## src/common/acc_pkg.sv

```systemverilog
// ******************************
// Accelerator package
// Register map, FSM states and bus structs
// ******************************
package acc_pkg;

  localparam int MEM_AW = 8;
  localparam int DW     = 32;
  localparam int REG_AW = 4;

  // Register map, word indices
  localparam int REG_INPUT_PTR   = 0;
  localparam int REG_WEIGHT_PTR0 = 1;
  localparam int REG_WEIGHT_PTR1 = 2;
  localparam int REG_OUTPUT_PTR  = 3;
  localparam int REG_LEN         = 4;
  localparam int REG_REQUANT     = 5; // mult 7:0, shift 15:8, add 23:16
  localparam int REG_CTRL        = 6; // bit 0 nextload, bit 1 output disable
  localparam int REG_TRIGGER     = 7;
  localparam int REG_STATUS      = 8; // bit 0 busy
  localparam int N_CFG_REGS      = REG_CTRL + 1;

  // Arbiter ports, lowest index wins
  localparam int N_REQ       = 4;
  localparam int PORT_W      = $clog2(N_REQ);
  localparam int PORT_HOST   = 0;
  localparam int PORT_SINK   = 1;
  localparam int PORT_WEIGHT = 2;
  localparam int PORT_INPUT  = 3;

  typedef enum logic [2:0] {IDLE, PASS0, RELOAD, PASS1, DRAIN} ctrl_state_e;

  typedef struct packed {
    logic              valid;
    logic              we;
    logic [REG_AW-1:0] addr;
    logic [DW-1:0]     wdata;
  } cfg_req_t;

  typedef struct packed {
    logic              req;
    logic              we;
    logic [MEM_AW-1:0] addr;
    logic [DW-1:0]     wdata;
  } mem_req_t;

  typedef struct packed {
    logic [MEM_AW-1:0] base;
    logic [MEM_AW-1:0] len;
    logic              start;
  } stream_cfg_t;

  typedef struct packed {
    logic [7:0] mult;
    logic [7:0] shift;
    logic [7:0] add;
  } requant_t;

  typedef struct packed {
    logic [MEM_AW-1:0] in_ptr;
    logic [MEM_AW-1:0] w_ptr0;
    logic [MEM_AW-1:0] w_ptr1;
    logic [MEM_AW-1:0] out_ptr;
    logic [MEM_AW-1:0] len;
    requant_t          rq;
    logic              nextload;
    logic              out_disable;
  } job_cfg_t;

endpackage

```

## src/design/mem_arbiter.sv

```systemverilog
// ******************************
// Scratch memory arbiter
// Fixed priority, read data steered back
// ******************************
`timescale 1ns/1ps

module mem_arbiter (
  input  logic                                    clk_i,
  input  logic                                    rst_ni,
  input  acc_pkg::mem_req_t [acc_pkg::N_REQ-1:0] req_i,
  output logic [acc_pkg::N_REQ-1:0]               gnt_o,
  output logic [acc_pkg::N_REQ-1:0]               rvalid_o,
  output logic [31:0]                             rdata_o,
  output acc_pkg::mem_req_t                       mem_o,
  input  logic [31:0]                             mem_rdata_i
);
  import acc_pkg::*;

  logic [PORT_W-1:0] sel;
  logic [PORT_W-1:0] rd_sel_q;
  logic              rd_valid_q;

  // Walk down so the lowest requesting index wins
  always_comb begin
    gnt_o = '0;
    sel   = '0;
    for (int i = N_REQ - 1; i >= 0; i--) begin
      if (req_i[i].req) begin
        gnt_o    = '0;
        gnt_o[i] = 1'b1;
        sel      = PORT_W'(i);
      end
    end
  end

  always_comb begin
    mem_o     = req_i[sel];
    mem_o.req = |gnt_o;
  end

  always_ff @(posedge clk_i or negedge rst_ni) begin
    if (!rst_ni) begin
      rd_sel_q   <= '0;
      rd_valid_q <= 1'b0;
    end else begin
      rd_sel_q   <= sel;
      rd_valid_q <= mem_o.req && !mem_o.we;
    end
  end

  assign rvalid_o = rd_valid_q ? (N_REQ'(1) << rd_sel_q) : '0;
  assign rdata_o  = mem_rdata_i;

endmodule

```

## config.mk

```make
export PLATFORM = sky130hd
export DESIGN_NAME = mem_arbiter
export DESIGN_NICKNAME = d
export VERILOG_FILES = /design/src/common/acc_pkg.sv /design/src/design/mem_arbiter.sv
export SDC_FILE = /design/constraint.sdc
export NUM_CORES = 1
export LEC_CHECK = 0
export BUFFER_PORTS_ARGS = -buffer_cell sky130_fd_sc_hd__buf_4
export CAP_MARGIN = 10
export CORE_AREA = 2 2 110 112
export CTS_CLUSTER_SIZE = 12
export DETAILED_ROUTE_END_ITERATION = 10
export DIE_AREA = 0 0 112 114
export MAX_ROUTING_LAYER = met4
export PLACE_DENSITY_LB_ADDON = 0.1
export REMOVE_ABC_BUFFERS = 1
export SETUP_SLACK_MARGIN = 0.3
export SYNTH_ARGS = -nofsm -noshare
export SYNTH_HDL_FRONTEND = slang
export SYNTH_SLANG_ARGS = --single-unit
```

## constraint.sdc

```tcl
create_clock -name clk_i -period 2.05 [get_ports clk_i]
set_input_delay 0.3075 -clock clk_i [delete_from_list [all_inputs] [get_ports clk_i]]
set_output_delay 0.3075 -clock clk_i [all_outputs]
set_load 0.05 [all_outputs]
```

======== Word level (Yosys, flattened, before mapping) ========
Index checks and enable logic that the tools add are counted.
operators by class
  mux-type cells .......................... 11
  magnitude comparators ................... 1
  reduce and logical (&&, ||, !) cells .... 3
  shifts and indexed selects .............. 1
operator list
  kind                                                         count
  binary-select mux 42 bit (select 2 bit)                      1
  2-to-1 mux 41 bit                                            1
  2-to-1 mux 4 bit                                             5
  2-to-1 mux 2 bit                                             4
  OR reduction 4 bit                                           1
  left shift 1 x 2 -> 4 bit (first input constant)             1
  less-than comparator 2 x 3 -> 1 bit (second input constant)  1
  logical AND 1 bit                                            1
  logical NOT 1 bit                                            1
storage, ports and cells
  word-level logic and storage cells ...... 18
  input port bits ......................... 202
  output and inout port bits .............. 82
  register bits after elaboration ......... 3

======== Longest topological paths before layout ========
  depth in word-level cells ............... 8
  depth in mapped cells ................... 6
  depth with buffers taken out ............ 3

======== Worst setup path before layout ========
OpenSTA, ideal clock, no wires.
  path kind ............................... in2out
  start point ............................. input port req_i[41] in the netlist's numbering
  end point ............................... output port mem_o[40] in the netlist's numbering
  path buffers ............................ 1
  slack ................................... -0.295 ns
  arrival time ............................ 2.037 ns
  cell stages on the path ................. 4
  cells stage by stage .................... clkbuf_1 nor3b_1 nor3_1 a21boi_0
RTL lines
  item                line               text
  start: declaration  mem_arbiter.sv:10  input acc_pkg::mem_req_t [acc_pkg::N_REQ-1:0] req_i,
  end: declaration    mem_arbiter.sv:14  output acc_pkg::mem_req_t mem_o,

==> flow_summary.ini <==
[status]
run_status = finished clean

[layout]
finish.instance_area_um2 = 3422
share_of_layout_cells_above_drive_strength_1 = 0.9186
post_layout_nonfiller_instances = 454
area_overhead_vs_synth_pct = 127.0
nNetsFinal = 510
multi_input_area_um2 = 1097
regArea_um2 = 75.07
count_of_filler_cells_inserted_in_the_layout = 1278
antenna_cells = 0

[logic_synthesis]
synth_cells = 114
synth.top_cells.by_area = sky130_fd_sc_hd__mux4_2 58%, sky130_fd_sc_hd__buf_4 16%, sky130_fd_sc_hd__buf_12 5.3%, sky130_fd_sc_hd__dfrtp_1 5.0%, sky130_fd_sc_hd__mux4_1 1.7%
synth_top_flop_cell = sky130_fd_sc_hd__dfrtp_1
synth_most_common_cell = sky130_fd_sc_hd__mux4_2
ys_ff_latch = 3
synth-async-reset-ratio = 1.000
synth.largest_area_cell = sky130_fd_sc_hd__mux4_2
synth_edf_count = 0
synth_largest_type_area_fraction = 0.5826
yosys_warnings = 0
netlist_top_cells_count = 39 x sky130_fd_sc_hd__mux4_2, 33 x sky130_fd_sc_hd__buf_4, 5 x sky130_fd_sc_hd__buf_2
synth_cell_type_count = 23
syn_area_per_cell_um2 = 13.23
syn-cell-area_um2 = 1508
synth.yosys.seq_area_share = 0.04979

[timing]
final_critical_path_required_period_ns = 1.918
rsz0062_at_grt = yes
final_min_period_over_clock_period = 0.9355
max_slew.worst_pin.slew_ns = 0.3782
slew_headroom = 0.7455
setup_viol = 0
clock.fmax_mhz = 521.4
number_of_max_slew_violations_in_the_final_report = 0
whs_ns = 0.3340
finalHoldViolCount = 0
totalNegativeSetupSlack_ns = 0

[floorplan]
rows = 40
floorplan.initialDensity = 0.1287
die_y_um = 114
design.die.area_um2 = 12770
core_area_um2 = 11710
die_width_um = 112
boundaryPins = 284

[clock_tree]
tritoncts.num_buffers = 3
tritoncts = done
cts_num_sinks = 3
clock_path_buffers = 2
clock_tree.htree_level_count = 1
cts.reportedPaths.clkPinSlew_ns = 0.03
cts_root_buffer = sky130_fd_sc_hd__clkbuf_16

[worst_setup_path]
crit_required_ns = 1.74
critical_path.max_fanout = 5
critPathCaptureType = primary output
timing_worst_setup_path_type = input port to primary output
worst_ep_arrival_time_ns = 1.61
critical_path.startpoint_type = input port

[routing]
total_number_of_vias = 1899
route.detailed.drc = 0
routed_via_density = 4.183
drt-wirelength-per-cell_um = 23.70
initialDrtViolationCount = 44
drt-pass1-iter-count = 4
detail_route.wirelength_mm = 10.76
ant_nets = 0

[power_and_ir_drop]
pd_cells_nw_per_um2 = 441.4
finalPower_w = 0.001510
vdd.ir_drop.worst_mv = 0.3205
leakagePower_nw = 1.614

[global_routing]
grt_max_degree = 21
grt_util_all_layers = 0.1669
first_pass_grt_wire_length_mm = 14.56
global_route.overflow_total = 0
grt_antenna_before_repair = 0
vias_in_the_first_global_route = 2185

[run]
max_cap_violations = 0

[place]
placement.io_buffers = 219
placedCellCount = 445
placement.cell_area_um2 = 3067
globalplace.congestion = 0.7488
dp_hpwl_mm = 9.494

[worst_hold_path]
worst_min_delay_path_category = input port to flip-flop
==> flip-flops by register name, indices dropped and copies added, names as in the netlist <==
register    count
rd_sel_q        2
rd_valid_q      1
==> through the flow <==
| step | utilization | setup slack, ns |
|---|---|---|
| after global placement | 0.2619 | 0.03040 |
| final | 0.2922 | 0.1322 |
| after global routing | 0.2922 | 0.06518 |
| after detailed placement | 0.2619 | 0.006820 |
| after CTS | 0.2870 | 0.1123 |
| after floorplan | - | -2.214 |
==> worst max-delay path: stages <==
cell and delay [ns]:
sky130_fd_sc_hd__buf_6 0.07, sky130_fd_sc_hd__nand2b_4 0.11, sky130_fd_sc_hd__a21o_4 0.20, sky130_fd_sc_hd__buf_6 0.16
sky130_fd_sc_hd__mux4_1 0.54, sky130_fd_sc_hd__buf_4 0.21
==> cells by family after synthesis <==
| family | synth area share |
|---|---|
| AOI/OAI and AO/OA | 0.02491 |
| muxes | 0.6000 |
| buffers and inverters | 0.2539 |
| and+or+nand+nor | 0.07137 |
| DFF | 0.04979 |
==> path summary, 6_finish.rpt <==
| kind | startpoint | end | slack, ns | cells past startpoint |
|---|---|---|---|---|
| hold / removal | req_i[166] | rd_valid_q | 0.33 | 2 |
| min in group asynchronous | rst_ni | rd_sel_q[0] | 0.42 | 2 |
| max in group asynchronous | rst_ni | rd_valid_q | 1.54 | 2 |
| setup / recovery | req_i[125] | mem_o[0] | 0.13 | 6 |
==> layout make-up <==
| type | count | share of cell area |
|---|---|---|
| multi-input cells | 63 | 0.3207 |
| clock buffers | 4 | 0.02303 |
| inverters | 4 | 0.005119 |
| repair buffers | 233 | 0.5755 |
| flip-flops and latches | 3 | 0.02194 |
| well taps | 147 | 0.05375 |
==> power by group <==
part	leakage (nW)	total, W	switching (W)	internal [W]
logic	1.54	0.00113	0.000573	0.000561
clock network	0.0382	0.000308	0.0000514	0.000256
registers	0.0379	0.0000679	0.00000366	0.0000643
==> placed cells by master, fill, tap and decap left out, drive strengths merged <==
master | synthesis | routed
a211oi | 1 | 1
a21boi | 1 | 1
a21o | 1 | 1
a311oi | 1 | 1
and3 | 1 | 1
and3b | 1 | 1
buf | 43 | 231
bufbuf | 0 | 1
clkbuf | 1 | 4
dfrtp | 3 | 3
dlygate4sd3 | 0 | 1
inv | 4 | 4
mux4 | 40 | 40
nand2 | 1 | 1
nand2b | 1 | 1
nor2 | 4 | 4
nor2b | 1 | 1
nor3 | 4 | 4
nor3b | 2 | 2
nor4 | 3 | 3
o22ai | 1 | 1
==> layer usage <==
layer  track usage  wire, um  up-vias
li1              -         -      827
met4       0.01220        51        0
met2        0.2400      4713      171
met3       0.09458      1463        2
met5             -         0        -
met1        0.2146      4529      899
==> timing repair <==
item,in CTS,in global routing
endpoints found under the hold margin,3,0
endpoints found under the setup margin,41,41
resized for setup,36,14
buffers inserted,2,0
hold buffers,1,0
pin swaps,1,0
cloned,2,0
Note: power is estimated with default switching activity, not from simulation.
