===== config.mk =====
export PLATFORM = sky130hd
export DESIGN_NAME = acc_ctrl
export DESIGN_NICKNAME = d
export VERILOG_FILES = /design/src/common/acc_pkg.sv /design/src/design/ctrl/acc_ctrl.sv
export SDC_FILE = /design/constraint.sdc
export NUM_CORES = 1
export LEC_CHECK = 0
export BUFFER_PORTS_ARGS = -buffer_cell sky130_fd_sc_hd__buf_2
export CORE_MARGIN = 1.5
export CORE_UTILIZATION = 24
export DETAILED_ROUTE_END_ITERATION = 6
export GPL_TIMING_DRIVEN = 0
export PLACE_DENSITY = 0.79
export SETUP_SLACK_MARGIN = 0.2
export SKIP_CTS_REPAIR_TIMING = 1
export SYNTH_ARGS = -nofsm -noshare
export SYNTH_HDL_FRONTEND = slang
export SYNTH_SLANG_ARGS = --single-unit

===== constraint.sdc =====
create_clock -name clk_i -period 1.5 [get_ports clk_i]
set_input_delay 0.225 -clock clk_i [delete_from_list [all_inputs] [get_ports clk_i]]
set_output_delay 0.225 -clock clk_i [all_outputs]
set_load 0.005 [all_outputs]

===== src/common/acc_pkg.sv =====
// ******************************
// Accelerator package
// Register map, FSM states and bus structs
// ******************************
package acc_pkg;

  localparam int MEM_AW = 8;
  localparam int DW     = 32;
  localparam int REG_AW = 4;

  // Register map, word indices
  localparam int REG_INPUT_PTR   = 0;
  localparam int REG_WEIGHT_PTR0 = 1;
  localparam int REG_WEIGHT_PTR1 = 2;
  localparam int REG_OUTPUT_PTR  = 3;
  localparam int REG_LEN         = 4;
  localparam int REG_REQUANT     = 5; // mult 7:0, shift 15:8, add 23:16
  localparam int REG_CTRL        = 6; // bit 0 nextload, bit 1 output disable
  localparam int REG_TRIGGER     = 7;
  localparam int REG_STATUS      = 8; // bit 0 busy
  localparam int N_CFG_REGS      = REG_CTRL + 1;

  // Arbiter ports, lowest index wins
  localparam int N_REQ       = 4;
  localparam int PORT_W      = $clog2(N_REQ);
  localparam int PORT_HOST   = 0;
  localparam int PORT_SINK   = 1;
  localparam int PORT_WEIGHT = 2;
  localparam int PORT_INPUT  = 3;

  typedef enum logic [2:0] {IDLE, PASS0, RELOAD, PASS1, DRAIN} ctrl_state_e;

  typedef struct packed {
    logic              valid;
    logic              we;
    logic [REG_AW-1:0] addr;
    logic [DW-1:0]     wdata;
  } cfg_req_t;

  typedef struct packed {
    logic              req;
    logic              we;
    logic [MEM_AW-1:0] addr;
    logic [DW-1:0]     wdata;
  } mem_req_t;

  typedef struct packed {
    logic [MEM_AW-1:0] base;
    logic [MEM_AW-1:0] len;
    logic              start;
  } stream_cfg_t;

  typedef struct packed {
    logic [7:0] mult;
    logic [7:0] shift;
    logic [7:0] add;
  } requant_t;

  typedef struct packed {
    logic [MEM_AW-1:0] in_ptr;
    logic [MEM_AW-1:0] w_ptr0;
    logic [MEM_AW-1:0] w_ptr1;
    logic [MEM_AW-1:0] out_ptr;
    logic [MEM_AW-1:0] len;
    requant_t          rq;
    logic              nextload;
    logic              out_disable;
  } job_cfg_t;

endpackage


===== src/design/ctrl/acc_ctrl.sv =====
// ******************************
// Job sequencer
// Starts the streams, optional weight reload pass
// ******************************
`timescale 1ns/1ps

module acc_ctrl (
  input  logic                 clk_i,
  input  logic                 rst_ni,
  input  logic                 start_i,
  input  acc_pkg::job_cfg_t    job_i,
  input  logic                 in_done_i,
  input  logic                 w_done_i,
  input  logic                 sink_idle_i,
  output acc_pkg::stream_cfg_t in_cfg_o,
  output acc_pkg::stream_cfg_t w_cfg_o,
  output logic                 pass_o,
  output logic                 busy_o,
  output logic                 done_o
);
  import acc_pkg::*;

  ctrl_state_e state_q, state_d;
  logic        pass_q, pass_d;
  logic        all_idle;
  logic        kick;

  assign all_idle = in_done_i && w_done_i && sink_idle_i;
  assign kick     = (state_q == IDLE && start_i) || state_q == RELOAD;

  always_comb begin
    state_d = state_q;
    pass_d  = pass_q;
    done_o  = 1'b0;
    case (state_q)
      IDLE: begin
        if (start_i) begin
          state_d = PASS0;
          pass_d  = 1'b0;
        end
      end
      PASS0: begin
        if (!job_i.nextload) state_d = DRAIN;
        else if (all_idle) state_d = RELOAD;
      end
      RELOAD: begin
        state_d = PASS1; // Second weight set, outputs shifted by len
        pass_d  = 1'b1;
      end
      PASS1: state_d = DRAIN;
      DRAIN: begin
        if (all_idle) begin
          state_d = IDLE;
          done_o  = 1'b1;
        end
      end
      default: state_d = IDLE;
    endcase
  end

  always_comb begin
    in_cfg_o.base  = job_i.in_ptr;
    in_cfg_o.len   = job_i.len;
    in_cfg_o.start = kick;
    w_cfg_o.base   = (state_q == RELOAD) ? job_i.w_ptr1 : job_i.w_ptr0;
    w_cfg_o.len    = job_i.len;
    w_cfg_o.start  = kick;
  end

  always_ff @(posedge clk_i or negedge rst_ni) begin
    if (!rst_ni) begin
      state_q <= IDLE;
      pass_q  <= 1'b0;
    end else begin
      state_q <= state_d;
      pass_q  <= pass_d;
    end
  end

  assign pass_o = pass_q;
  assign busy_o = state_q != IDLE;

endmodule


# Yosys cells after proc, flatten, opt, wreduce, memory -nomap -nowiden

Cells that the tools add are included.

Output and inout bits: 37
Bits in registers: 4
Word-level logic and storage cells: 28
Input bits: 72

Mux-type cells: 10
Reduce and logical (&&, ||, !) cells: 9
Equality and inequality tests: 7

Operators with widths:

| operator           | number |
|---|---|
| $pmux 3 s5         | 1 |
| $mux 3             | 4 |
| $mux 8             | 1 |
| $eq 3x2->1 const B | 2 |
| $ne 2x2->1 const B | 2 |
| $eq 3x1->1 const B | 1 |
| $eq 3x3->1 const B | 1 |
| $logic_and 1x1->1  | 3 |
| $logic_not 3->1    | 1 |
| $mux 1             | 3 |
| $ne 3x3->1 const B | 1 |
| $reduce_and 3->1   | 1 |
| $reduce_bool 3->1  | 1 |
| $pmux 1 s2         | 1 |
| $reduce_and 2->1   | 1 |
| $reduce_bool 2->1  | 1 |
| $logic_or 1x1->1   | 1 |

# Depth between registers and ports, before layout

Depth after elaboration: 5
Gate-level depth with buffers: 3
Gate-level depth less buffers: 2

# Worst setup path before layout

No wires, ideal clock.

Path type: register to output
From: register state_q[0]
To: output w_cfg_o[10] (netlist bit)
Slack: 0.178 ns
Arrival time: 1.097 ns
Path buffers: 1
Stages on the path, launching flop included: 4
Cells stage by stage: dfrtp_1 nor3b_2 buf_6 mux2_4

RTL lines:

| element                | line           | source |
|---|---|---|
| from (decl)            | acc_ctrl.sv:23 | `ctrl_state_e state_q, state_d;` |
| from (signal assigned) | acc_ctrl.sv:75 | `state_q <= state_d;` |
| to (decl)              | acc_ctrl.sv:16 | `output acc_pkg::stream_cfg_t w_cfg_o,` |

==> key figures <==
Status
  – Outcome: finished with violations
  – Violations in the final reports: setup timing

Worst setup path
  – Type of the worst setup path: reg -> out
  – Maximum fanout along the worst path: 9
  – Critical Path Start Type: flip-flop
  – Required arrival time at the worst endpoint: 1.27 ns
  – Crit. End Element: primary output
  – Worst EP arrival: 1.50 ns

Logic synthesis
  – Synthesized instance count: 55
  – Sequential share of the synthesized area: 18.5%
  – Count of different cell masters after synthesis: 17
  – Synthesized area: 542 µm²
  – Mapped Nets: 127
  – Register bit count reported by yosys: 4
  – Number of warnings issued by yosys: 0
  – Post-synthesis average cell area: 9.85 µm²

Place
  – Worst-case setup slack after placement: -0.00492 ns
  – Routability cong.: 0.711
  – Number of input and output port buffers inserted: 59
  – Hpwl dp: 1220 µm

Clocking
  – Buffers from clock root to sink, at most: 2
  – CTS root buffer: sky130_fd_sc_hd__clkbuf_4
  – CTS Buf Count: 3
  – Clock-pin slew of the registers on the worst-case setup and hold paths: 0.04 ns
  – TritonCTS sink count: 4
  – CTS tree: done
  – CTS H-tree lvls: 1
  – Later-pin clock latency in the skew report: 0.23 ns

Global routing
  – Via count of the first global-routing pass: 444
  – Overall Global Routing Usage: 9.28%
  – Antenna violations before repair: 0
  – Global-route wire length before repair: 1740 µm
  – Congestion Overflow GR: 0
  – Maximum number of pins on one net before global-route repair: 11

Floorplan
  – Number of rows in the core area: 17
  – Die extent in y: 50.5 µm
  – Die span in x: 50.5 µm
  – IO Pins: 109
  – Initial core utilization: 25.0%
  – Die area: 2550 µm²
  – Placeable core region: 2170 µm²

Timing
  – Post-Route Skew: 0.00110 ns
  – Final setup violation count: 9
  – Worst setup margin: -0.225 ns
  – Max-slew violations: 0
  – Headroom to the max-slew limit: 81.1%
  – Maximum achievable frequency: 0.580 GHz
  – Fraction of the cycle the final worst path needs: 115%
  – Time the worst path needs with I/O delays and setup: 1.73 ns
  – Slew at the pin closest to its max-slew limit: 0.282 ns
  – RSZ-0062 raised after global routing: yes
  – Setup_tns: -1.92 ns
  – Final Hold Vio Count: 0

Final layout
  – Most common library cell in the layout ignoring fill and taps: sky130_fd_sc_hd__buf_2
  – Leading cell types in the layout, fill and taps excluded: 51 x sky130_fd_sc_hd__buf_2, 29 x sky130_fd_sc_hd__buf_4, 9 x sky130_fd_sc_hd__buf_6
  – Share of layout cells above drive strength 1: 86.8%
  – N_diodes: 0
  – Area delta synth->final: 82.0%
  – Final-stage net count: 195

Pwr
  – PwrDens: 811 nW/µm²
  – Static power due to leakage: 0.574 nW
  – Largest voltage drop on the vdd net: 0.000423 V

Job
  – Number of violations of the max-capacitance limit: 0

Route
  – Vias: 602
  – Met2 Routed Length: 918 µm
  – Metal3 WL: 123 µm
  – Routed wire per std cell: 9.94 µm
  – Ratio of routed vias to standard cells: 4.04
  – Number of nets still failing antenna checks after routing: 0
  – Post-route DRC violation count: 0
  – Total wire length after detailed routing: 1480 µm
  – First-pass iteration count of the detailed router: 4
  – Uppermost layer routed: met4
  – DRC marker count from the first detailed-route iteration: 8
  – WL met1: 425 µm

Min path
  – Class of the most critical hold timing path: in -> reg
-- worst max-delay path, cell delays in order, from the launching register on --
cell	delay [ns]
sky130_fd_sc_hd__dfrtp_2	0.44
sky130_fd_sc_hd__nor3b_2	0.21
sky130_fd_sc_hd__buf_6	0.18
sky130_fd_sc_hd__mux2_4	0.31
sky130_fd_sc_hd__buf_6	0.12
-- synth_stat cells --
cell                         n  area [µm²]
sky130_fd_sc_hd__a21o_1      1        7.51
sky130_fd_sc_hd__and3_1      1        6.26
sky130_fd_sc_hd__buf_4      26         195
sky130_fd_sc_hd__buf_6       1        11.3
sky130_fd_sc_hd__dfrtp_1     4         100
sky130_fd_sc_hd__inv_1       1        3.75
sky130_fd_sc_hd__mux2_4      8         120
sky130_fd_sc_hd__nand3_1     1        5.00
sky130_fd_sc_hd__nand4bb_1   1        11.3
sky130_fd_sc_hd__nor2_1      2        7.51
sky130_fd_sc_hd__nor2b_1     1        6.26
sky130_fd_sc_hd__nor3_1      1        5.00
sky130_fd_sc_hd__nor3b_2     1        12.5
sky130_fd_sc_hd__o21bai_1    1        7.51
sky130_fd_sc_hd__o32ai_1     2        17.5
sky130_fd_sc_hd__or3_2       1        7.51
sky130_fd_sc_hd__or3b_1      2        17.5
-- through the flow --
stage	cells	utilization, %	power, W	cell area, µm²	hold WS, ns
after floorplan	55	-	0.000407	542	-0.0706
after global placement	142	40.2	0.000545	872	0.0292
after detailed placement	142	40.2	0.000555	872	0.0311
after CTS	145	41.2	0.000692	895	-0.222
after global routing	149	45.4	0.000862	986	0.324
final	149	45.4	0.000800	986	0.317
-- final timing paths --
check	startpoint	endpoint	slack, ns	depth (start not counted)
worst max-delay path	state_q[2]	w_cfg_o[16]	-0.23	4
worst min-delay path	w_done_i	state_q[1]	0.32	3
worst max register to register	state_q[0]	state_q[2]	0.26	3
worst min register to register	pass_o	pass_o	0.47	1
max in group asynchronous	rst_ni	state_q[2]	1.05	2
min in group asynchronous	rst_ni	state_q[1]	0.33	2
-- power by group --
| group | switching (W) | internal, W |
|---|---|---|
| registers | 0.0000542 | 0.000148 |
| clock network | 0.0000405 | 0.0000893 |
| logic | 0.000144 | 0.000324 |
| total | 0.000238 | 0.000562 |
-- per-layer routing --
layer,up-vias,GRT usage (%)
met5,-,0
met4,0,5.41
met3,2,2.98
met2,37,17.8
met1,267,8.38
li1,296,-
-- layout make-up --
cell class	instances	area, µm²
fillers	219	1180
flip-flops and latches	4	103
inverters	1	3.75
well taps	28	35.0
plain buffers	27	206
multi-input cells	23	238
repair buffers	63	378
clock buffers	3	22.5
-- registers in the layout (all words and copies together) (netlist names) --
register and count:
state_q 3, pass_o 1
-- logic make-up (layout without fill, tap and decap cells) --
family	count (synthesis)	in the layout	synth area share, %
simple gates	11	11	14.6
mux	8	8	22.2
buf+inv	28	94	38.8
compound gates	4	4	6.01
flops	4	4	18.5
(Power assumes the default switching activity.)
