### src/common/acc_pkg.sv
// ******************************
// Accelerator package
// Register map, FSM states and bus structs
// ******************************
package acc_pkg;

  localparam int MEM_AW = 8;
  localparam int DW     = 32;
  localparam int REG_AW = 4;

  // Register map, word indices
  localparam int REG_INPUT_PTR   = 0;
  localparam int REG_WEIGHT_PTR0 = 1;
  localparam int REG_WEIGHT_PTR1 = 2;
  localparam int REG_OUTPUT_PTR  = 3;
  localparam int REG_LEN         = 4;
  localparam int REG_REQUANT     = 5; // mult 7:0, shift 15:8, add 23:16
  localparam int REG_CTRL        = 6; // bit 0 nextload, bit 1 output disable
  localparam int REG_TRIGGER     = 7;
  localparam int REG_STATUS      = 8; // bit 0 busy
  localparam int N_CFG_REGS      = REG_CTRL + 1;

  // Arbiter ports, lowest index wins
  localparam int N_REQ       = 4;
  localparam int PORT_W      = $clog2(N_REQ);
  localparam int PORT_HOST   = 0;
  localparam int PORT_SINK   = 1;
  localparam int PORT_WEIGHT = 2;
  localparam int PORT_INPUT  = 3;

  typedef enum logic [2:0] {IDLE, PASS0, RELOAD, PASS1, DRAIN} ctrl_state_e;

  typedef struct packed {
    logic              valid;
    logic              we;
    logic [REG_AW-1:0] addr;
    logic [DW-1:0]     wdata;
  } cfg_req_t;

  typedef struct packed {
    logic              req;
    logic              we;
    logic [MEM_AW-1:0] addr;
    logic [DW-1:0]     wdata;
  } mem_req_t;

  typedef struct packed {
    logic [MEM_AW-1:0] base;
    logic [MEM_AW-1:0] len;
    logic              start;
  } stream_cfg_t;

  typedef struct packed {
    logic [7:0] mult;
    logic [7:0] shift;
    logic [7:0] add;
  } requant_t;

  typedef struct packed {
    logic [MEM_AW-1:0] in_ptr;
    logic [MEM_AW-1:0] w_ptr0;
    logic [MEM_AW-1:0] w_ptr1;
    logic [MEM_AW-1:0] out_ptr;
    logic [MEM_AW-1:0] len;
    requant_t          rq;
    logic              nextload;
    logic              out_disable;
  } job_cfg_t;

endpackage

### src/design/requant_engine.sv
// ******************************
// Requantization engine
// int8 multiply, rescale, saturate, write back
// ******************************
`timescale 1ns/1ps

module requant_engine (
  input  logic              clk_i,
  input  logic              rst_ni,
  input  acc_pkg::job_cfg_t job_i,
  input  logic              pass_i,
  input  logic [31:0]       in_data_i,
  input  logic              in_valid_i,
  input  logic [31:0]       w_data_i,
  input  logic              w_valid_i,
  output logic              in_pop_o,
  output logic              w_pop_o,
  output acc_pkg::mem_req_t mem_o,
  input  logic              gnt_i,
  output logic              idle_o
);
  import acc_pkg::*;

  logic signed [15:0] prod;
  logic signed [23:0] scaled;
  logic signed [23:0] shifted;
  logic signed [24:0] summed;
  logic        [7:0]  sat;
  logic               fire;
  logic [MEM_AW-1:0]  idx_q;
  logic [MEM_AW-1:0]  out_addr;
  logic               pend_q;
  logic [MEM_AW-1:0]  addr_q;
  logic [DW-1:0]      data_q;

  assign fire     = in_valid_i && w_valid_i && !pend_q;
  assign in_pop_o = fire;
  assign w_pop_o  = fire;

  assign prod    = $signed(in_data_i[7:0]) * $signed(w_data_i[7:0]);
  assign scaled  = prod * $signed(job_i.rq.mult);
  assign shifted = scaled >>> job_i.rq.shift;
  assign summed  = shifted + $signed(job_i.rq.add);

  always_comb begin
    if (summed > 25'sd127) sat = 8'h7f;
    else if (summed < -25'sd128) sat = 8'h80;
    else sat = summed[7:0];
  end

  // Second pass lands right after the first pass results
  assign out_addr = job_i.out_ptr + idx_q + (pass_i ? job_i.len : '0);

  always_ff @(posedge clk_i or negedge rst_ni) begin
    if (!rst_ni) begin
      idx_q  <= '0;
      pend_q <= 1'b0;
    end else begin
      if (fire) idx_q <= (idx_q == job_i.len - MEM_AW'(1)) ? '0 : idx_q + MEM_AW'(1);
      if (fire && !job_i.out_disable) pend_q <= 1'b1;
      else if (gnt_i) pend_q <= 1'b0;
    end
  end

  always_ff @(posedge clk_i) begin
    if (fire) begin
      addr_q <= out_addr;
      data_q <= {{24{sat[7]}}, sat};
    end
  end

  always_comb begin
    mem_o.req   = pend_q;
    mem_o.we    = 1'b1;
    mem_o.addr  = addr_q;
    mem_o.wdata = data_q;
  end

  assign idle_o = !pend_q;

endmodule

### config.mk
export PLATFORM = sky130hd
export DESIGN_NAME = requant_engine
export DESIGN_NICKNAME = d
export VERILOG_FILES = /design/src/common/acc_pkg.sv /design/src/design/requant_engine.sv
export SDC_FILE = /design/constraint.sdc
export NUM_CORES = 1
export LEC_CHECK = 0
export BUFFER_PORTS_ARGS = -buffer_cell sky130_fd_sc_hd__buf_2
export CAP_MARGIN = 10
export CORE_MARGIN = 4
export CORE_UTILIZATION = 40
export CTS_CLUSTER_DIAMETER = 100
export DETAILED_ROUTE_END_ITERATION = 12
export GPL_ROUTABILITY_DRIVEN = 0
export SETUP_SLACK_MARGIN = 0.1
export SYNTH_ARGS = -nofsm -noshare
export SYNTH_HDL_FRONTEND = slang
export SYNTH_SLANG_ARGS = --single-unit
### constraint.sdc
create_clock -name clk_i -period 2.6 [get_ports clk_i]
set_input_delay 0.52 -clock clk_i [delete_from_list [all_inputs] [get_ports clk_i]]
set_output_delay 0.52 -clock clk_i [all_outputs]
set_load 0.005 [all_outputs]
-- Yosys cells after proc, flatten, opt, wreduce, memory -nomap -nowiden
Index checks and enable logic that the tools add are counted.
- register bits after elaboration: 25
- bits of input ports: 136
- word-level logic and storage cells: 28
- add/subtract/negate cells: 5
- $mul: 2
- magnitude comparators: 2
- equality and inequality tests: 1
- shift-type cells: 1
- mux-type cells: 6
- reduce and logical (&&, ||, !) cells: 6
- operator list (operator ; number):
    8-bit 2-to-1 mux ; 4
    24-bit by 8-bit adder with 25-bit output ; 1
    25-bit by 8-bit > comparator with 1-bit output, second input constant ; 1
    25-bit by 8-bit < comparator with 1-bit output, second input constant ; 1
    16-bit by 8-bit multiplier with 24-bit output ; 1
    24-bit by 8-bit >>> shifter with 24-bit output ; 1
    8-bit adder ; 2
    8-bit by 8-bit multiplier with 16-bit output ; 1
    8-bit by 1-bit adder with 8-bit output, second input constant ; 1
    8-bit equality test ; 1
    8-bit by 1-bit subtractor with 8-bit output, second input constant ; 1
    1-bit logical AND ; 3
    1-bit zero test ; 2
    1-bit 2-to-1 mux ; 2
    2-bit nonzero test ; 1

-- Longest topological paths before layout
- depth in word-level cells: 7
- depth in mapped cells: 52
- depth with buffers taken out: 50

-- Worst setup path after synthesis
Ideal clock, no wire load.
- kind: input -> register
- from: in w_data_i[0]
- to: reg data_q[2] (data pin)
- data arrival time: 12.026 ns
- slack: -9.559 ns
- stages: 49
- cells stage by stage: clkbuf_1 -> and2_1 -> fa_1 -> inv_1 -> fa_1 -> inv_1 -> fa_1 -> inv_1 -> fa_1 -> inv_1 -> ha_1 -> o21ai_0 -> a21boi_0 -> o21ai_0 -> a21boi_0 -> o21a_1 -> o21a_1 -> o311ai_1 -> [13 not listed] -> o21ai_1 -> nand2_1 -> mux2i_2 -> o211ai_1 -> o31ai_1 -> a211oi_1 -> ha_1 -> inv_1 -> fa_1 -> nand2b_1 -> a21oi_2 -> o311ai_0 -> a311oi_1 -> or4_4 -> nor4_2 -> nand4_1 -> o41ai_4 -> a31o_1
- longest elaborated chain between the ends: 6
- elaborated cells between the ends (all ways): 7
- RTL lines (what ; line ; RTL):
    from (decl) ; requant_engine.sv:14 ; input logic [31:0] w_data_i,
    8-bit by 8-bit multiplier with 16-bit output * ; requant_engine.sv:40 ; assign prod = $signed(in_data_i[7:0]) * $signed(w_data_i[7:0]);
    16-bit by 8-bit multiplier with 24-bit output * ; requant_engine.sv:41 ; assign scaled = prod * $signed(job_i.rq.mult);
    24-bit by 8-bit >>> shifter with 24-bit output * ; requant_engine.sv:42 ; assign shifted = scaled >>> job_i.rq.shift;
    24-bit by 8-bit adder with 25-bit output * ; requant_engine.sv:43 ; assign summed = shifted + $signed(job_i.rq.add);
    25-bit by 8-bit < comparator with 1-bit output ; requant_engine.sv:47 ; else if (summed < -25'sd128) sat = 8'h80;
    8-bit 2-to-1 mux ; requant_engine.sv:47 ;
    to (signal assigned) ; requant_engine.sv:68 ; data_q <= {{24{sat[7]}}, sat};
    to (decl) ; requant_engine.sv:34 ; logic [DW-1:0] data_q;
Mark *: on every way between the ends. The rest lies on a longest branch, timed or not.
A chain may end at the register's enable or synchronous reset.

-- Worst setup path after layout
- from: in in_data_i[7]
- to: reg data_q[2] (data pin)
- longest elaborated chain between the ends: 6
- elaborated cells between the ends (all ways): 7
- RTL lines (what ; line ; RTL):
    from (decl) ; requant_engine.sv:12 ; input logic [31:0] in_data_i,
    8-bit by 8-bit multiplier with 16-bit output * ; requant_engine.sv:40 ;
    16-bit by 8-bit multiplier with 24-bit output * ; requant_engine.sv:41 ;
    24-bit by 8-bit >>> shifter with 24-bit output * ; requant_engine.sv:42 ;
    24-bit by 8-bit adder with 25-bit output * ; requant_engine.sv:43 ;
    25-bit by 8-bit < comparator with 1-bit output ; requant_engine.sv:47 ;
    8-bit 2-to-1 mux ; requant_engine.sv:47 ;
Marked as above.

==> run_results.csv <==
group,metric,value,unit
worst_hold_path,hold_path.class,"in2async",
finish,seqCellArea,707,µm²
timing,post-route-min-period,11.73,ns
yosys,synth-edff-count,16,
critical_path,cp-end-kind,"register",
critical_path,cp_common_cell,"fa_1",
finish,diodes,0,
yosys,yosys.area_share.adder,37.6,%
routing,viasPerCell,5.23,
routing,drt_iter0_drc,669,
floorplan,ios,181,
yosys,syn_area_per_cell,8.18,µm²
finish,drive_gt1_share,36.9,%
global_route,grt_pass1_wl,60.3,mm
yosys,syn_nets,1926,
finish,area.growth.synth_to_final,40.0,%
global_route,grtUsageMet3,0.967,%
placement,dpl-instance-area,16300,µm²
critical_path,r2r_slack,0.24,ns
global_route,met1_usage,27.5,%
yosys,synth_xor_area_share,4.80,%
clock_tree,clkLatencyLatePin,0.26,ns
floorplan,coreArea,30600,µm²
timing,tightest_slew,0.566,ns
routing,wl_per_cell,15.2,µm
global_route,gr-total-overflow,0,
placement,io_buffers,106,
placement,hpwl,30.4,mm
critical_path,critPathMaxFanout,7,
clock_tree,cts-root-buf,"clkbuf_16",
yosys,netlist_instances,1517,
clock_tree,numCtsBuffers,3,
floorplan,rows,64,
floorplan,die_w,184,µm
run_status,status,"complete, but fails checks",
finish,final_area,17400,µm²
global_route,grt_util_met2,38.3,%
yosys,synth_top_area_share,26.9,%
timing,timing.fmax,85.3,MHz
yosys,ys_seq_area_share,5.69,%
finish,nets,2373,
yosys,synth-compound-area-share,19.0,%
critical_path,slowest_stage,"fa_1",
global_route,busiest_layer,"met2",
yosys,yosys_warnings,0,
yosys,yosys_most_used_dff,"edfxtp_1",
finish,fillers,2787,
floorplan,fp.dieH,184,µm
clock_tree,cts_tree,"yes",
timing,setup_viol,8,
routing,drc,0,
routing,routed_wl,35.9,mm
clock_tree,cts.clk_slew.worst_paths,0.07,ns
yosys,muxShareOfSynthArea,1.92,%
timing,period_share,451,%
yosys,ys_seq_elements,25,
routing,antenna_left,0,
yosys,ys_top_cells_by_area,"fa_1 (27%), ha_1 (11%), inv_1 (7.4%)",
timing,grt_setup_unrepaired,"true",
timing,hold_slack,0.0997,ns
routing,dr.pass1.iters,5,
yosys,yosysUniqueCellTypes,89,
clock_tree,cts.sinks,25,
timing,maxSlewHeadroom,61.3,%
run,drv_cap,0,
global_route,grt_start_max_net_pins,30,
yosys,yosys.area_share.simple,20.3,%
yosys,synth_top_family_by_area,"adder cells",
global_route,antenna_found_initial,0,
timing,skew,0.00192,ns
critical_path,crit_path_start,"in_data_i[7]",
timing,slew_violations,0,
yosys,synth_area,12400,µm²
clock_tree,cts_htree_levels,1,
critical_path,reg2reg_to,"addr_q[7]",
critical_path,cp.required,2.62,ns
critical_path,critPathArrivalTime,11.74,ns
routing,vias,12300,
global_route,track_usage,20.8,%
run_status,violations,"negative setup slack",
finish,multiInputGateArea,11400,µm²
critical_path,worstReg2RegStart,"idx_q[1]",
floorplan,die-area,33900,µm²
critical_path,crit_type,"in2reg",
floorplan,start_util,40.6,%
timing,fin_ws,-9.13,ns
yosys,async_flop_share,36.0,%
critical_path,r2r_cells,10,
critical_path,slowest_delay,0.52,ns
global_route,grt_pass1_vias,12800,
yosys,synth_top_area_cell,"fa_1",
clock_tree,clock_tree.buffer_depth,2,
timing,final_hold_viol_count,0,
yosys,synth_most_common_cell,"inv_1",
yosys,synth_commonest_cells,"inv_1 (244), fa_1 (167), and2_1 (123)",
critical_path,endpoint,"data_q[2]",
critical_path,critPathLaunchType,"input pin",
area by class of cell:
class | count | area share [%]
well taps | 396 | 2.85
clock inverters | 1 | 0.0432
inverters | 248 | 5.36
multi-input cells | 1169 | 65.6
clock buffers | 3 | 0.432
repair buffers | 517 | 21.7
flip-flops and latches | 25 | 4.07
worst min-delay path by stage:
| stage | from | to | slack, ns | depth (start not counted) |
|---|---|---|---|---|
| floorplan | rst_ni | idx_q[0] | 0.22 | 0 |
| global placement | rst_ni | idx_q[7] | 0.39 | 1 |
| detailed placement | rst_ni | idx_q[7] | 0.39 | 1 |
| CTS | rst_ni | idx_q[7] | 0.11 | 1 |
| global route | rst_ni | idx_q[7] | 0.11 | 1 |
| finish | rst_ni | idx_q[7] | 0.1 | 1 |
registers in the layout, indices dropped and copies added (netlist names):
signal,count
addr_q,8
pend_q,1
idx_q,8
data_q,8
routing by layer:
metal  vias up  wire (µm)
met3        51       1070
met2       261      18500
met5         -          0
li1       6005          -
met4         0        646
met1      6013      15600
cells in the final DEF (no fill, tap or decap), types with 26 or more instances in the layout:
master    Yosys  final
buf_4        27    400
inv_1       244    220
fa_1        167    159
and2_1      123    106
buf_2         2     95
nand2_1      97     90
ha_1        106     88
nor2_1       79     74
a21oi_1      74     59
xnor2_1      51     46
o21ai_0      45     33
nand2b_1     31     30
inv_2         2     26
worst max-delay path: cells and delay by family:
kind,cells,cell delay (ns)
AOI/OAI and AO/OA,20,3.88
adders and majority gates,11,4.85
buffers and inverters,14,1.44
and+or+nand+nor,6,1.02
logic make-up after synthesis:
logic type	Yosys count
flip-flops	25
AO/OA/AOI/OAI	334
AND/OR/NAND/NOR	474
XOR/XNOR	68
buffers and inverters	323
multiplexers	19
other	1
adder cells (fa/ha/maj)	273
metrics by stage:
stage | setup TNS, ns | util, % | setup slack, ns | cells
2_1_floorplan | -68.84 | - | -8.71 | 1517
3_3_place_gp | -76.27 | 53.1 | -9.61 | 2322
3_5_place_dp | -78.38 | 53.1 | -9.88 | 2322
4_1_cts | -71.61 | 55.5 | -9.06 | 2344
5_1_grt | -75.88 | 56.8 | -9.60 | 2359
6_report | -72.07 | 56.8 | -9.13 | 2359
what timing repair did:
item / 4_1_cts / 5_1_grt
pin swaps: 91 / 75
hold buffers: 0 / 0
resized for setup: 116 / 79
buffers inserted: 18 / 15
setup endpoints to repair: 8 / 10
Power is not shown: default switching activity piles up to over one toggle a cycle in this logic, so the estimate is an artifact.
