`config.mk`:
```
export PLATFORM = sky130hd
export DESIGN_NAME = acc_regfile
export DESIGN_NICKNAME = d
export VERILOG_FILES = /design/src/common/acc_pkg.sv /design/src/design/ctrl/acc_regfile.sv
export SDC_FILE = /design/constraint.sdc
export NUM_CORES = 1
export LEC_CHECK = 0
export BUFFER_PORTS_ARGS = -buffer_cell sky130_fd_sc_hd__buf_2
export CAP_MARGIN = 25
export CELL_PAD_IN_SITES_DETAIL_PLACEMENT = 1
export CELL_PAD_IN_SITES_GLOBAL_PLACEMENT = 1
export CORE_MARGIN = 1
export CORE_UTILIZATION = 50
export CTS_BUF_LIST = sky130_fd_sc_hd__clkbuf_8
export DETAILED_ROUTE_END_ITERATION = 8
export PLACE_DENSITY_LB_ADDON = 0.3
export SLEW_MARGIN = 10
export SYNTH_ARGS = -nofsm -noshare
export SYNTH_HDL_FRONTEND = slang
export SYNTH_SLANG_ARGS = --single-unit
```
`constraint.sdc`:
```
create_clock -name clk_i -period 1.8 [get_ports clk_i]
set_input_delay 0.36 -clock clk_i [delete_from_list [all_inputs] [get_ports clk_i]]
set_output_delay 0.36 -clock clk_i [all_outputs]
set_load 0.01 [all_outputs]
```
`src/common/acc_pkg.sv`:
```
// ******************************
// Accelerator package
// Register map, FSM states and bus structs
// ******************************
package acc_pkg;

  localparam int MEM_AW = 8;
  localparam int DW     = 32;
  localparam int REG_AW = 4;

  // Register map, word indices
  localparam int REG_INPUT_PTR   = 0;
  localparam int REG_WEIGHT_PTR0 = 1;
  localparam int REG_WEIGHT_PTR1 = 2;
  localparam int REG_OUTPUT_PTR  = 3;
  localparam int REG_LEN         = 4;
  localparam int REG_REQUANT     = 5; // mult 7:0, shift 15:8, add 23:16
  localparam int REG_CTRL        = 6; // bit 0 nextload, bit 1 output disable
  localparam int REG_TRIGGER     = 7;
  localparam int REG_STATUS      = 8; // bit 0 busy
  localparam int N_CFG_REGS      = REG_CTRL + 1;

  // Arbiter ports, lowest index wins
  localparam int N_REQ       = 4;
  localparam int PORT_W      = $clog2(N_REQ);
  localparam int PORT_HOST   = 0;
  localparam int PORT_SINK   = 1;
  localparam int PORT_WEIGHT = 2;
  localparam int PORT_INPUT  = 3;

  typedef enum logic [2:0] {IDLE, PASS0, RELOAD, PASS1, DRAIN} ctrl_state_e;

  typedef struct packed {
    logic              valid;
    logic              we;
    logic [REG_AW-1:0] addr;
    logic [DW-1:0]     wdata;
  } cfg_req_t;

  typedef struct packed {
    logic              req;
    logic              we;
    logic [MEM_AW-1:0] addr;
    logic [DW-1:0]     wdata;
  } mem_req_t;

  typedef struct packed {
    logic [MEM_AW-1:0] base;
    logic [MEM_AW-1:0] len;
    logic              start;
  } stream_cfg_t;

  typedef struct packed {
    logic [7:0] mult;
    logic [7:0] shift;
    logic [7:0] add;
  } requant_t;

  typedef struct packed {
    logic [MEM_AW-1:0] in_ptr;
    logic [MEM_AW-1:0] w_ptr0;
    logic [MEM_AW-1:0] w_ptr1;
    logic [MEM_AW-1:0] out_ptr;
    logic [MEM_AW-1:0] len;
    requant_t          rq;
    logic              nextload;
    logic              out_disable;
  } job_cfg_t;

endpackage

```
`src/design/ctrl/acc_regfile.sv`:
```
// ******************************
// Config register file
// Host writes, trigger strobe, status readback
// ******************************
`timescale 1ns/1ps

module acc_regfile (
  input  logic              clk_i,
  input  logic              rst_ni,
  input  acc_pkg::cfg_req_t cfg_req_i,
  output logic [31:0]       cfg_rdata_o,
  input  logic              busy_i,
  output acc_pkg::job_cfg_t job_o,
  output logic              start_o
);
  import acc_pkg::*;

  logic [DW-1:0] regs_q [N_CFG_REGS];
  logic [DW-1:0] rdata_d;
  logic          cfg_wr;
  logic          cfg_hit;

  assign cfg_wr  = cfg_req_i.valid && cfg_req_i.we;
  assign cfg_hit = int'(cfg_req_i.addr) < N_CFG_REGS;

  // Trigger while busy is dropped
  assign start_o = cfg_wr && (cfg_req_i.addr == REG_AW'(REG_TRIGGER)) && !busy_i;

  always_comb begin
    rdata_d = '0;
    if (cfg_req_i.addr == REG_AW'(REG_STATUS)) begin
      rdata_d = {31'b0, busy_i};
    end else if (cfg_hit) begin
      rdata_d = regs_q[cfg_req_i.addr[2:0]];
    end
  end

  always_ff @(posedge clk_i or negedge rst_ni) begin
    if (!rst_ni) begin
      regs_q      <= '{default: '0};
      cfg_rdata_o <= '0;
    end else if (cfg_req_i.valid) begin
      if (!cfg_req_i.we) cfg_rdata_o <= rdata_d;
      else if (cfg_hit) regs_q[cfg_req_i.addr[2:0]] <= cfg_req_i.wdata;
    end
  end

  always_comb begin
    job_o.in_ptr      = regs_q[REG_INPUT_PTR][MEM_AW-1:0];
    job_o.w_ptr0      = regs_q[REG_WEIGHT_PTR0][MEM_AW-1:0];
    job_o.w_ptr1      = regs_q[REG_WEIGHT_PTR1][MEM_AW-1:0];
    job_o.out_ptr     = regs_q[REG_OUTPUT_PTR][MEM_AW-1:0];
    job_o.len         = regs_q[REG_LEN][MEM_AW-1:0];
    if (job_o.len == '0) job_o.len = MEM_AW'(1); // Zero length runs one element
    job_o.rq.mult     = regs_q[REG_REQUANT][7:0];
    job_o.rq.shift    = regs_q[REG_REQUANT][15:8];
    job_o.rq.add      = regs_q[REG_REQUANT][23:16];
    job_o.nextload    = regs_q[REG_CTRL][0];
    job_o.out_disable = regs_q[REG_CTRL][1];
  end

endmodule

```
After elaboration in Yosys (flattened, before gate mapping)
Cells that the tools add are included.
Widths: inputs -> output; s select.

storage, ports and cells
  memory bits (writable) = 0
  memories kept = 0
  register bits after elaboration = 256
  bits in latches = 0
  ROM bits = 0
  input port bits = 41

cells by class
  eq/ne operators = 2
  add/subtract/negate cells = 0
  divide/modulo/power cells = 0
  order comparisons = 3
  mux-type cells = 9
  multipliers = 0
  bitwise logic cells = 2
  reduce and logical (&&, ||, !) cells = 8
  shifts and indexed selects = 0

operators with widths
  kind                number
  $bwmux 224          1
  $mux 32             5
  $bmux 32 s3         1
  $demux 32 s3        1
  $logic_not 8->1     1
  $mux 8              1
  $eq 4x3->1 const B  1
  $eq 4x4->1 const B  1
  $ge 4x4->1 const B  1
  $logic_and 1x1->1   4
  $lt 4x1->1 const B  1
  $lt 4x3->1 const B  1
  $not 3->4           1
  $reduce_and 3->1    1
  $reduce_and 2->1    1
  $logic_not 1->1     1
  $not 1->1           1

Longest topological paths before layout
Gate-level depths: netlist of run 1.

  depth in word-level cells = 6
  gate-level depth with buffers = 7
  mapped depth without buffers = 4

Worst setup path before layout of run 1
Ideal clock, no wire load.

  kind = input port to flip-flop
  from = in cfg_req_i[33] (netlist name)
  to = reg regs_q (netlist bit job_o[10])
  library setup time = 125 ps
  arrival time = 1575 ps
  stages = 6
  slack = 100 ps
  path through = buf_2 nand2b_1 buf_2 nor2_1 buf_2 mux2_2

between the ends
  word-level cells in the longest chain between the ends = 6

RTL lines
  what                                                                   line               source
  start: declaration                                                     acc_regfile.sv:10  input acc_pkg::cfg_req_t cfg_req_i,
  $not 3->4 (implied by the code)                                        acc_regfile.sv:44  else if (cfg_hit) regs_q[cfg_req_i.addr[2:0]] <= cfg_req_i.wdata;
  $ge 4x4->1 (implied by the code) / $lt 4x1->1 (equally long branches)  acc_regfile.sv:44
  $logic_and 1x1->1 (implied by the code)                                acc_regfile.sv:44
  $mux 32 (implied by the code)                                          acc_regfile.sv:44
  $demux 32 s3                                                           acc_regfile.sv:44
  $bwmux 224                                                             acc_regfile.sv:44
  end signal: indexed assignment                                         acc_regfile.sv:44
  end: declaration                                                       acc_regfile.sv:18  logic [DW-1:0] regs_q [N_CFG_REGS];

Several ways; a longest one is shown, not always the timed one.
A chain may end at the register's enable or synchronous reset.

==> impl_summary.txt, run 1 <==
----------------------------------------------------
[Run status]
  Run status ... complete, but fails checks
  Violations in the final reports ... negative setup slack

[Timing]
  Period minus WS final ... 1920 ps
  Final number of max-transition violations ... 0
  Setup TNS ... -124 ps
  Final period utilization ... 1.07
  Final setup fails ... 1
  Slack of the critical path ... -124 ps
  Worst relative slew slack ... 0.462
  Highest clock frequency the design can meet ... 0.520 GHz
  Setup repair after global routing missed its margin ... yes
  Number of failing hold endpoints at the final stage ... 0
  Worst-case clock skew ... 25.1 ps
  Least-Margin Pin Slew ... 805 ps

[Setup path]
  Largest delay contributor family on the critical path ... flip-flops
  Source of the worst register-to-register timing path ... regs_q[22]
  Register-to-register path setup slack ... 430 ps
  Critical path fanouts, max ... 3
  Buffer and inverter count on the worst path ... 1
  Crit Path Category ... flop to primary output
  Capture point of the worst reg-to-reg path ... cfg_rdata_o[22]
  Data required time of the critical path ... 1440 ps
  Worst EP arrival ... 1560 ps
  Count of cells along the worst register-to-register path ... 4
  Timing startpoint of the critical path ... regs_q[66]
  Slowest cell delay on critical path ... 430 ps
  Endpoint kind of the worst setup timing path ... primary output
  CP max stage cell ... dfrtp_2
  CP Launch Type ... flop
  Cell chain of the critical path ... nor4_4 > a21o_1 > buf_2

[Power and ir drop]
  Switching power as a share of total power ... 0.284
  Fraction of power consumed by sequential logic ... 0.485
  VDD IR-drop max ... 0.590 mV
  Clock network fraction of design power ... 0.331
  Power Dens Cells ... 1110 mW/mm²
  Switching power total ... 4420 µW
  Overall power ... 15500 µW
  Fraction of power consumed by combinational cells ... 0.184
  Total internal power ... 11100 µW
  Leakage power total ... 0.00669 µW

[Layout]
  Inserted Diodes ... 0
  Number of nets in the layout ... 1082
  Final standard cell count with taps included and fillers excluded ... 1390
  Fraction of layout cells with a size suffix above 1 ... 0.507
  Register cell area after layout ... 0.00641 mm²
  Area taken by multi-input logic gates ... 0.00476 mm²
  Layout overhead on the synthesized area ... 17.4%
  Number of fill cells ... 2350

[Floorplan]
  Core Rows ... 56
  Placeable core area ... 0.0235 mm²
  Area of the die ... 0.0245 mm²
  Die Span X ... 156 µm
  Ports ... 140
  Initial standard-cell utilization of the core ... 0.508
  Die height ... 156 µm

[Logic synthesis]
  Flops & latches, synth ... 256
  Leading register cell type out of synthesis ... dfrtp_1
  Portion of the post-synthesis area used by sequential elements ... 0.537
  Unique masters post-synth ... 46
  Instance count of the mapped netlist ... 909
  Combined area of all synthesized cells ... 0.0119 mm²
  Asr flop ratio synth ... 1.00
  Count of flip-flops with a built-in enable after synthesis ... 0
  Mean post-synth cell area ... 13.1 µm²
  Synthesis warning total ... 0
  Portion of synthesized cell area occupied by the leading cell type ... 0.537
  Library cell occupying the most area in the post-synthesis netlist ... dfrtp_1
  Number of nets produced by synthesis ... 950
  Largest cells by area after synthesis ... dfrtp_1 54%, mux2_2 23%, buf_4 4.3%

[Clock tree]
  TritonCTS sink count ... 256
  Clock transition at the registers of the reported paths ... 60 ps
  TritonCTS buffer count ... 44
  Clock tree root buffer cell ... clkbuf_8
  Worst skew pair latency ... 580 ps
  Total number of H-tree levels ... 2
  TritonCTS clock tree ... built
  CTS max path bufs ... 3

[Min path]
  Worst min-delay path endpoint ... regs_q[111]
  Worst hold path class ... primary input to flop
  Number of stages on the worst hold path ... 2
  Hold path startpoint ... cfg_req_i[15]

[Global route]
  Pin count of the biggest net entering global routing ... 47
  Busiest layer in global routing ... met2
  Routing usage on met1 ... 0.373
  Global-route track usage on met3 ... 0.0396
  Met2 Usage GRT ... 0.494
  Wire length of the first global-routing pass ... 52.9 mm
  Overall track demand over capacity in global routing ... 0.288
  Initial antenna violation count ... 0
  Number of global-route vias before repair ... 9017
  Total congestion overflow ... 0

[Run]
  Max Cap Violations ... 0

[Placed design]
  Global placement routability congestion ... 0.771
  Post-placement cell count ... 1310
  Port Buf Inserts ... 139
  Final HPWL from detailed placement ... 22.1 mm

[Drt]
  Avg Vias per Cell ... 5.80
  Vias post-DR ... 8056
  Wire per inst ... 24.2 µm
  DRT antenna net count ... 0
  Number of DRC markers after the initial detailed-route iteration ... 416
  Total DRC errors in the routed layout ... 0
  First drt pass iteration count ... 4
  DRT Wirelength ... 33.6 mm

----------------------------------------------------
==> routing by layer <==
metal,vias to the layer above,share of wire
met3,75,0.049
met2,227,0.51
met4,0,0.025
li1,3529,-
met1,4225,0.42
met5,-,0
==> cells in the mapped netlist (6+ instances only) <==
cell	count
o21ai_0	33
o32ai_1	8
nor3b_1	6
buf_2	38
a21oi_1	21
nor3_1	6
dfrtp_1	256
mux2_1	9
inv_1	10
mux2_2	244
nand2_1	52
buf_4	68
a22o_1	9
nand2b_1	9
mux2i_1	21
clkbuf_1	18
a221oi_1	22
mux4_2	9
==> power by group through the flow <==
stage                     Sequential, µW  Combinational, µW  Clock (µW)
after floorplan                     7370               2120           0
after global placement              7540               2690           0
after detailed placement            7610               2820           0
after CTS                           7530               2890        5230
after global routing                7660               3140        5460
final                               7540               2860        5140
==> worst max path at each step <==
| stage | slack [ps] | to | cells after the start |
|---|---|---|---|
| after detailed placement | -150 | cfg_rdata_o[15] | 7 |
| final | -120 | job_o[26] | 3 |
| after floorplan | 100 | job_o[10] | 6 |
| after global routing | -180 | job_o[26] | 3 |
| after global placement | -110 | cfg_rdata_o[9] | 7 |
| after CTS | -130 | job_o[26] | 3 |
==> through the flow <==
step           utilization  cell area [µm²]  hold slack (ps)  worst slack (ps)
2_1_floorplan            -            11900             64.4               100
3_5_place_dp         0.557            13100              294              -147
5_1_grt              0.597            14000              116              -183
4_1_cts              0.596            14000             90.8              -129
3_3_place_gp         0.557            13100              293              -114
6_report             0.597            14000              112              -124
==> cell type report <==
class                           count  area share
Clock buffer                       55      0.0541
Clock inverter                     21     0.00715
Inverter                           10     0.00268
Multi-Input combinational cell    515       0.340
Sequential cell                   256       0.458
Tap cell                          319      0.0285
Timing Repair Buffer              214       0.110
==> cells by family (layout without fill, tap and decap cells) <==
family	Yosys count	count (layout)	synth area share
compound gates	127	127	0.0739
buf+inv	138	300	0.0694
flops	256	256	0.537
mux	283	283	0.273
simple gates	105	105	0.0465
==> registers in the layout, indices dropped and copies added, names as in the netlist <==
name	cells
job_o	58
regs_q	166
cfg_rdata_o	32
==> worst reg2reg max path: cells and delay by family, from the launching register on <==
family             cells  cell delay (ps)
DFF                    1              390
AOI/OAI and AO/OA      3              570
muxes                  1              280
==> repair_timing <==
action                                 in CTS  in global routing
resized for setup                           6                  2
hold buffers                                1                  0
setup buffers                               2                  1
endpoints found under the hold margin      34                  0
cloned                                      0                  0
pin swaps                                   3                  2
setup endpoints to repair                   2                  2
==> cell usage in the layout, fill, tap and decap left out, types with 2 or more instances in the layout <==
| master | count |
|---|---|
| a22oi_1 | 5 |
| mux2_1 | 9 |
| mux2i_1 | 21 |
| nand3b_1 | 5 |
| clkinvlp_4 | 2 |
| nor3_1 | 5 |
| nand2b_1 | 8 |
| dfrtp_1 | 253 |
| buf_2 | 137 |
| o32ai_1 | 8 |
| clkbuf_8 | 55 |
| nor4b_1 | 3 |
| nor3b_1 | 6 |
| nand3_1 | 5 |
| o211ai_1 | 3 |
| buf_4 | 53 |
| dfrtp_2 | 3 |
| nand2_1 | 50 |
| a221o_1 | 4 |
| nor2b_1 | 4 |
| inv_1 | 26 |
| nor2_1 | 2 |
| a22o_1 | 9 |
| a21oi_1 | 21 |
| o221ai_1 | 5 |
| o21ai_0 | 33 |
| nand3_2 | 3 |
| buf_12 | 21 |
| a221oi_1 | 22 |
| mux4_2 | 9 |
| mux2_2 | 244 |
| a31oi_1 | 5 |
| nand2_2 | 2 |
| o21ai_1 | 3 |
| nor2_4 | 2 |
| o22ai_1 | 2 |
Note: power is estimated with default switching activity, not from simulation.
==> inputs of run 2 (changes only) <==
Settings changed: HOLD_SLACK_MARGIN set to 0.03, MAX_ROUTING_LAYER set to met4.
==> impl_summary.txt, run 2 (synthesis results as in run 1) <==
----------------------------------------------------
[Drt]
  Vias post-DR ... 8100 (+0.55%)
  M1 wire length ... 14.3 mm (+2.0%)
  DRT antenna net count ... 0 (unchanged)
  Detailed-routed wire length on met2 ... 17.2 mm (+0.61%)
  DRT Wirelength ... 33.6 mm (about the same)
  Total DRC errors in the routed layout ... 0 (unchanged)
  Wire per inst ... 24.2 µm (about the same)
  Number of DRC markers after the initial detailed-route iteration ... 399 (-4.1%)
  Avg Vias per Cell ... 5.83 (+0.55%)
  Met3 WL ... 1.27 mm (-23%)
  Highest metal layer used by the detailed router ... met4
  First drt pass iteration count ... 6 (+2)

[Min path]
  Number of stages on the worst hold path ... 2 (unchanged)
  Worst hold path class ... primary input to flop

[Global route]
  Total congestion overflow ... 0 (unchanged)
  Wire length of the first global-routing pass ... 52.9 mm (about the same)
  Overall track demand over capacity in global routing ... 0.296 (+0.00856)
  Pin count of the biggest net entering global routing ... 47 (unchanged)
  Initial antenna violation count ... 0 (unchanged)
  Number of global-route vias before repair ... 9016 (-0.011%)

[Timing]
  Setup repair after global routing missed its margin ... yes
  Least-Margin Pin Slew ... 819 ps (+13.6 ps)
  Final period utilization ... 1.07 (-0.00237)
  Worst relative slew slack ... 0.453 (-0.00905)
  Worst-case clock skew ... 24.0 ps (-1.12 ps)
  Final setup fails ... 1 (unchanged)
  Number of failing hold endpoints at the final stage ... 0 (unchanged)
  Slack of the critical path ... -120 ps (+4.26 ps)
  Highest clock frequency the design can meet ... 0.521 GHz (+0.22%)
  Period minus WS final ... 1920 ps (-4.26 ps)
  Setup TNS ... -120 ps (+4.26 ps)
  Final number of max-transition violations ... 0 (unchanged)

[Clock tree]
  CTS max path bufs ... 3 (unchanged)
  Total number of H-tree levels ... 2 (unchanged)
  Clock tree root buffer cell ... clkbuf_8
  Clock transition at the registers of the reported paths ... 60 ps (about the same)
  Worst skew pair latency ... 570 ps (about the same)
  TritonCTS sink count ... 256 (unchanged)
  TritonCTS clock tree ... built
  TritonCTS buffer count ... 44 (unchanged)

[Setup path]
  Worst EP arrival ... 1560 ps (about the same)
  Critical path fanouts, max ... 3 (unchanged)
  Data required time of the critical path ... 1440 ps (about the same)
  Endpoint kind of the worst setup timing path ... primary output
  Count of cells along the worst register-to-register path ... 4 (unchanged)
  CP Launch Type ... flop
  Crit Path Category ... flop to primary output

[Floorplan]
  Initial standard-cell utilization of the core ... 0.508 (unchanged)
  Placeable core area ... 0.0235 mm² (unchanged)
  Die Span X ... 156 µm (unchanged)
  Core Rows ... 56 (unchanged)
  Die height ... 156 µm (unchanged)
  Area of the die ... 0.0245 mm² (unchanged)
  Ports ... 140 (unchanged)

[Layout]
  Design area ... 0.0140 mm² (unchanged)
  Register with the highest flop count ... regs_q
  Number of fill cells ... 2350 (unchanged)
  Leading cell type in the layout, fill and taps excluded ... dfrtp_1
  Number of flip-flops under the largest register name ... 166 (unchanged)
  Final standard cell count with taps included and fillers excluded ... 1390 (unchanged)
  Fraction of layout cells with a size suffix above 1 ... 0.507 (unchanged)
  Number of nets in the layout ... 1082 (unchanged)
  Layout overhead on the synthesized area ... 17.4% (unchanged)
  Inserted Diodes ... 0 (unchanged)
  Most frequent cells in the layout ... 253 x dfrtp_1, 244 x mux2_2, 137 x buf_2

[Placed design]
  Final HPWL from detailed placement ... 22.1 mm (unchanged)
  Global placement routability congestion ... 0.782 (+1.3%)
  Post-placement setup slack ... -147 ps (unchanged)
  Port Buf Inserts ... 139 (unchanged)
  Post-placement cell count ... 1310 (unchanged)
  Placed Area ... 0.0131 mm² (unchanged)

[Run status]
  Run status ... complete, but fails checks
  Violations in the final reports ... negative setup slack

[Power and ir drop]
  Leakage power total ... 0.00669 µW (unchanged)
  VDD IR-drop max ... 0.589 mV (-0.24%)
  Power Dens Cells ... 1110 mW/mm² (about the same)

[Run]
  Max Cap Violations ... 0 (unchanged)

----------------------------------------------------
==> run 2: cell counts in the layout (fill, tap and decap cells not counted) <==
Identical to the previous run, type by type.
==> run 2: critical path: stages (launching register included) <==
cell and delay (ps):
dfrtp_2 440, nor4_4 290, a21o_1 160, buf_2 130
==> run 2: power by group <==
part,internal [µW],leakage (µW),total (µW),switching [µW]
Sequential,6830,0.00329,7540,718
Clock,2750,0.000495,5130,2380
Combinational,1550,0.00290,2870,1310
==> run 2: cell type report <==
| class | instances | area (µm²) | share of cell area |
|---|---|---|---|
| multi-input cells | 515 | 4760 | 0.340 |
| repair buffers | 214 | 1540 | 0.110 |
| well taps | 319 | 399 | 0.0285 |
| flip-flops and latches | 256 | 6410 | 0.458 |
| inverters | 10 | 37.5 | 0.00268 |
| clock inverters | 21 | 100 | 0.00715 |
| clock buffers | 55 | 757 | 0.0541 |
==> run 2: what timing repair did <==
| action | CTS | global route |
|---|---|---|
| pin swaps | 3 | 2 |
| hold buffers | 1 | 0 |
| setup endpoints to repair | 2 | 2 |
| resized for setup | 6 | 2 |
| setup buffers | 2 | 1 |
| endpoints found under the hold margin | 34 | 0 |
==> run 2: layer usage <==
| layer | GRT usage | up-vias |
|---|---|---|
| met5 | - | - |
| met4 | 0.0971 | 0 |
| met3 | 0.0385 | 75 |
| met2 | 0.495 | 211 |
| met1 | 0.374 | 4275 |
| li1 | - | 3539 |
==> run 2: through the flow <==
step,hold WS (ps),power [µW],util
finish,116,15500,0.597
global route,116,16300,0.597
CTS,90.8,15600,0.596
detailed placement,294,10400,0.557
global placement,293,10200,0.557
floorplan,64.4,9490,-
==> run 2: worst paths after layout <==
path	from	endpoint	slack (ps)
worst max register to register	regs_q[22]	cfg_rdata_o[22]	420
worst min register to register	regs_q[112]	regs_q[112]	490
worst min-delay path	cfg_req_i[25]	regs_q[217]	120
worst max-delay path	regs_q[66]	job_o[26]	-120
max in group asynchronous	rst_ni	cfg_rdata_o[0]	870
min in group asynchronous	rst_ni	regs_q[118]	300
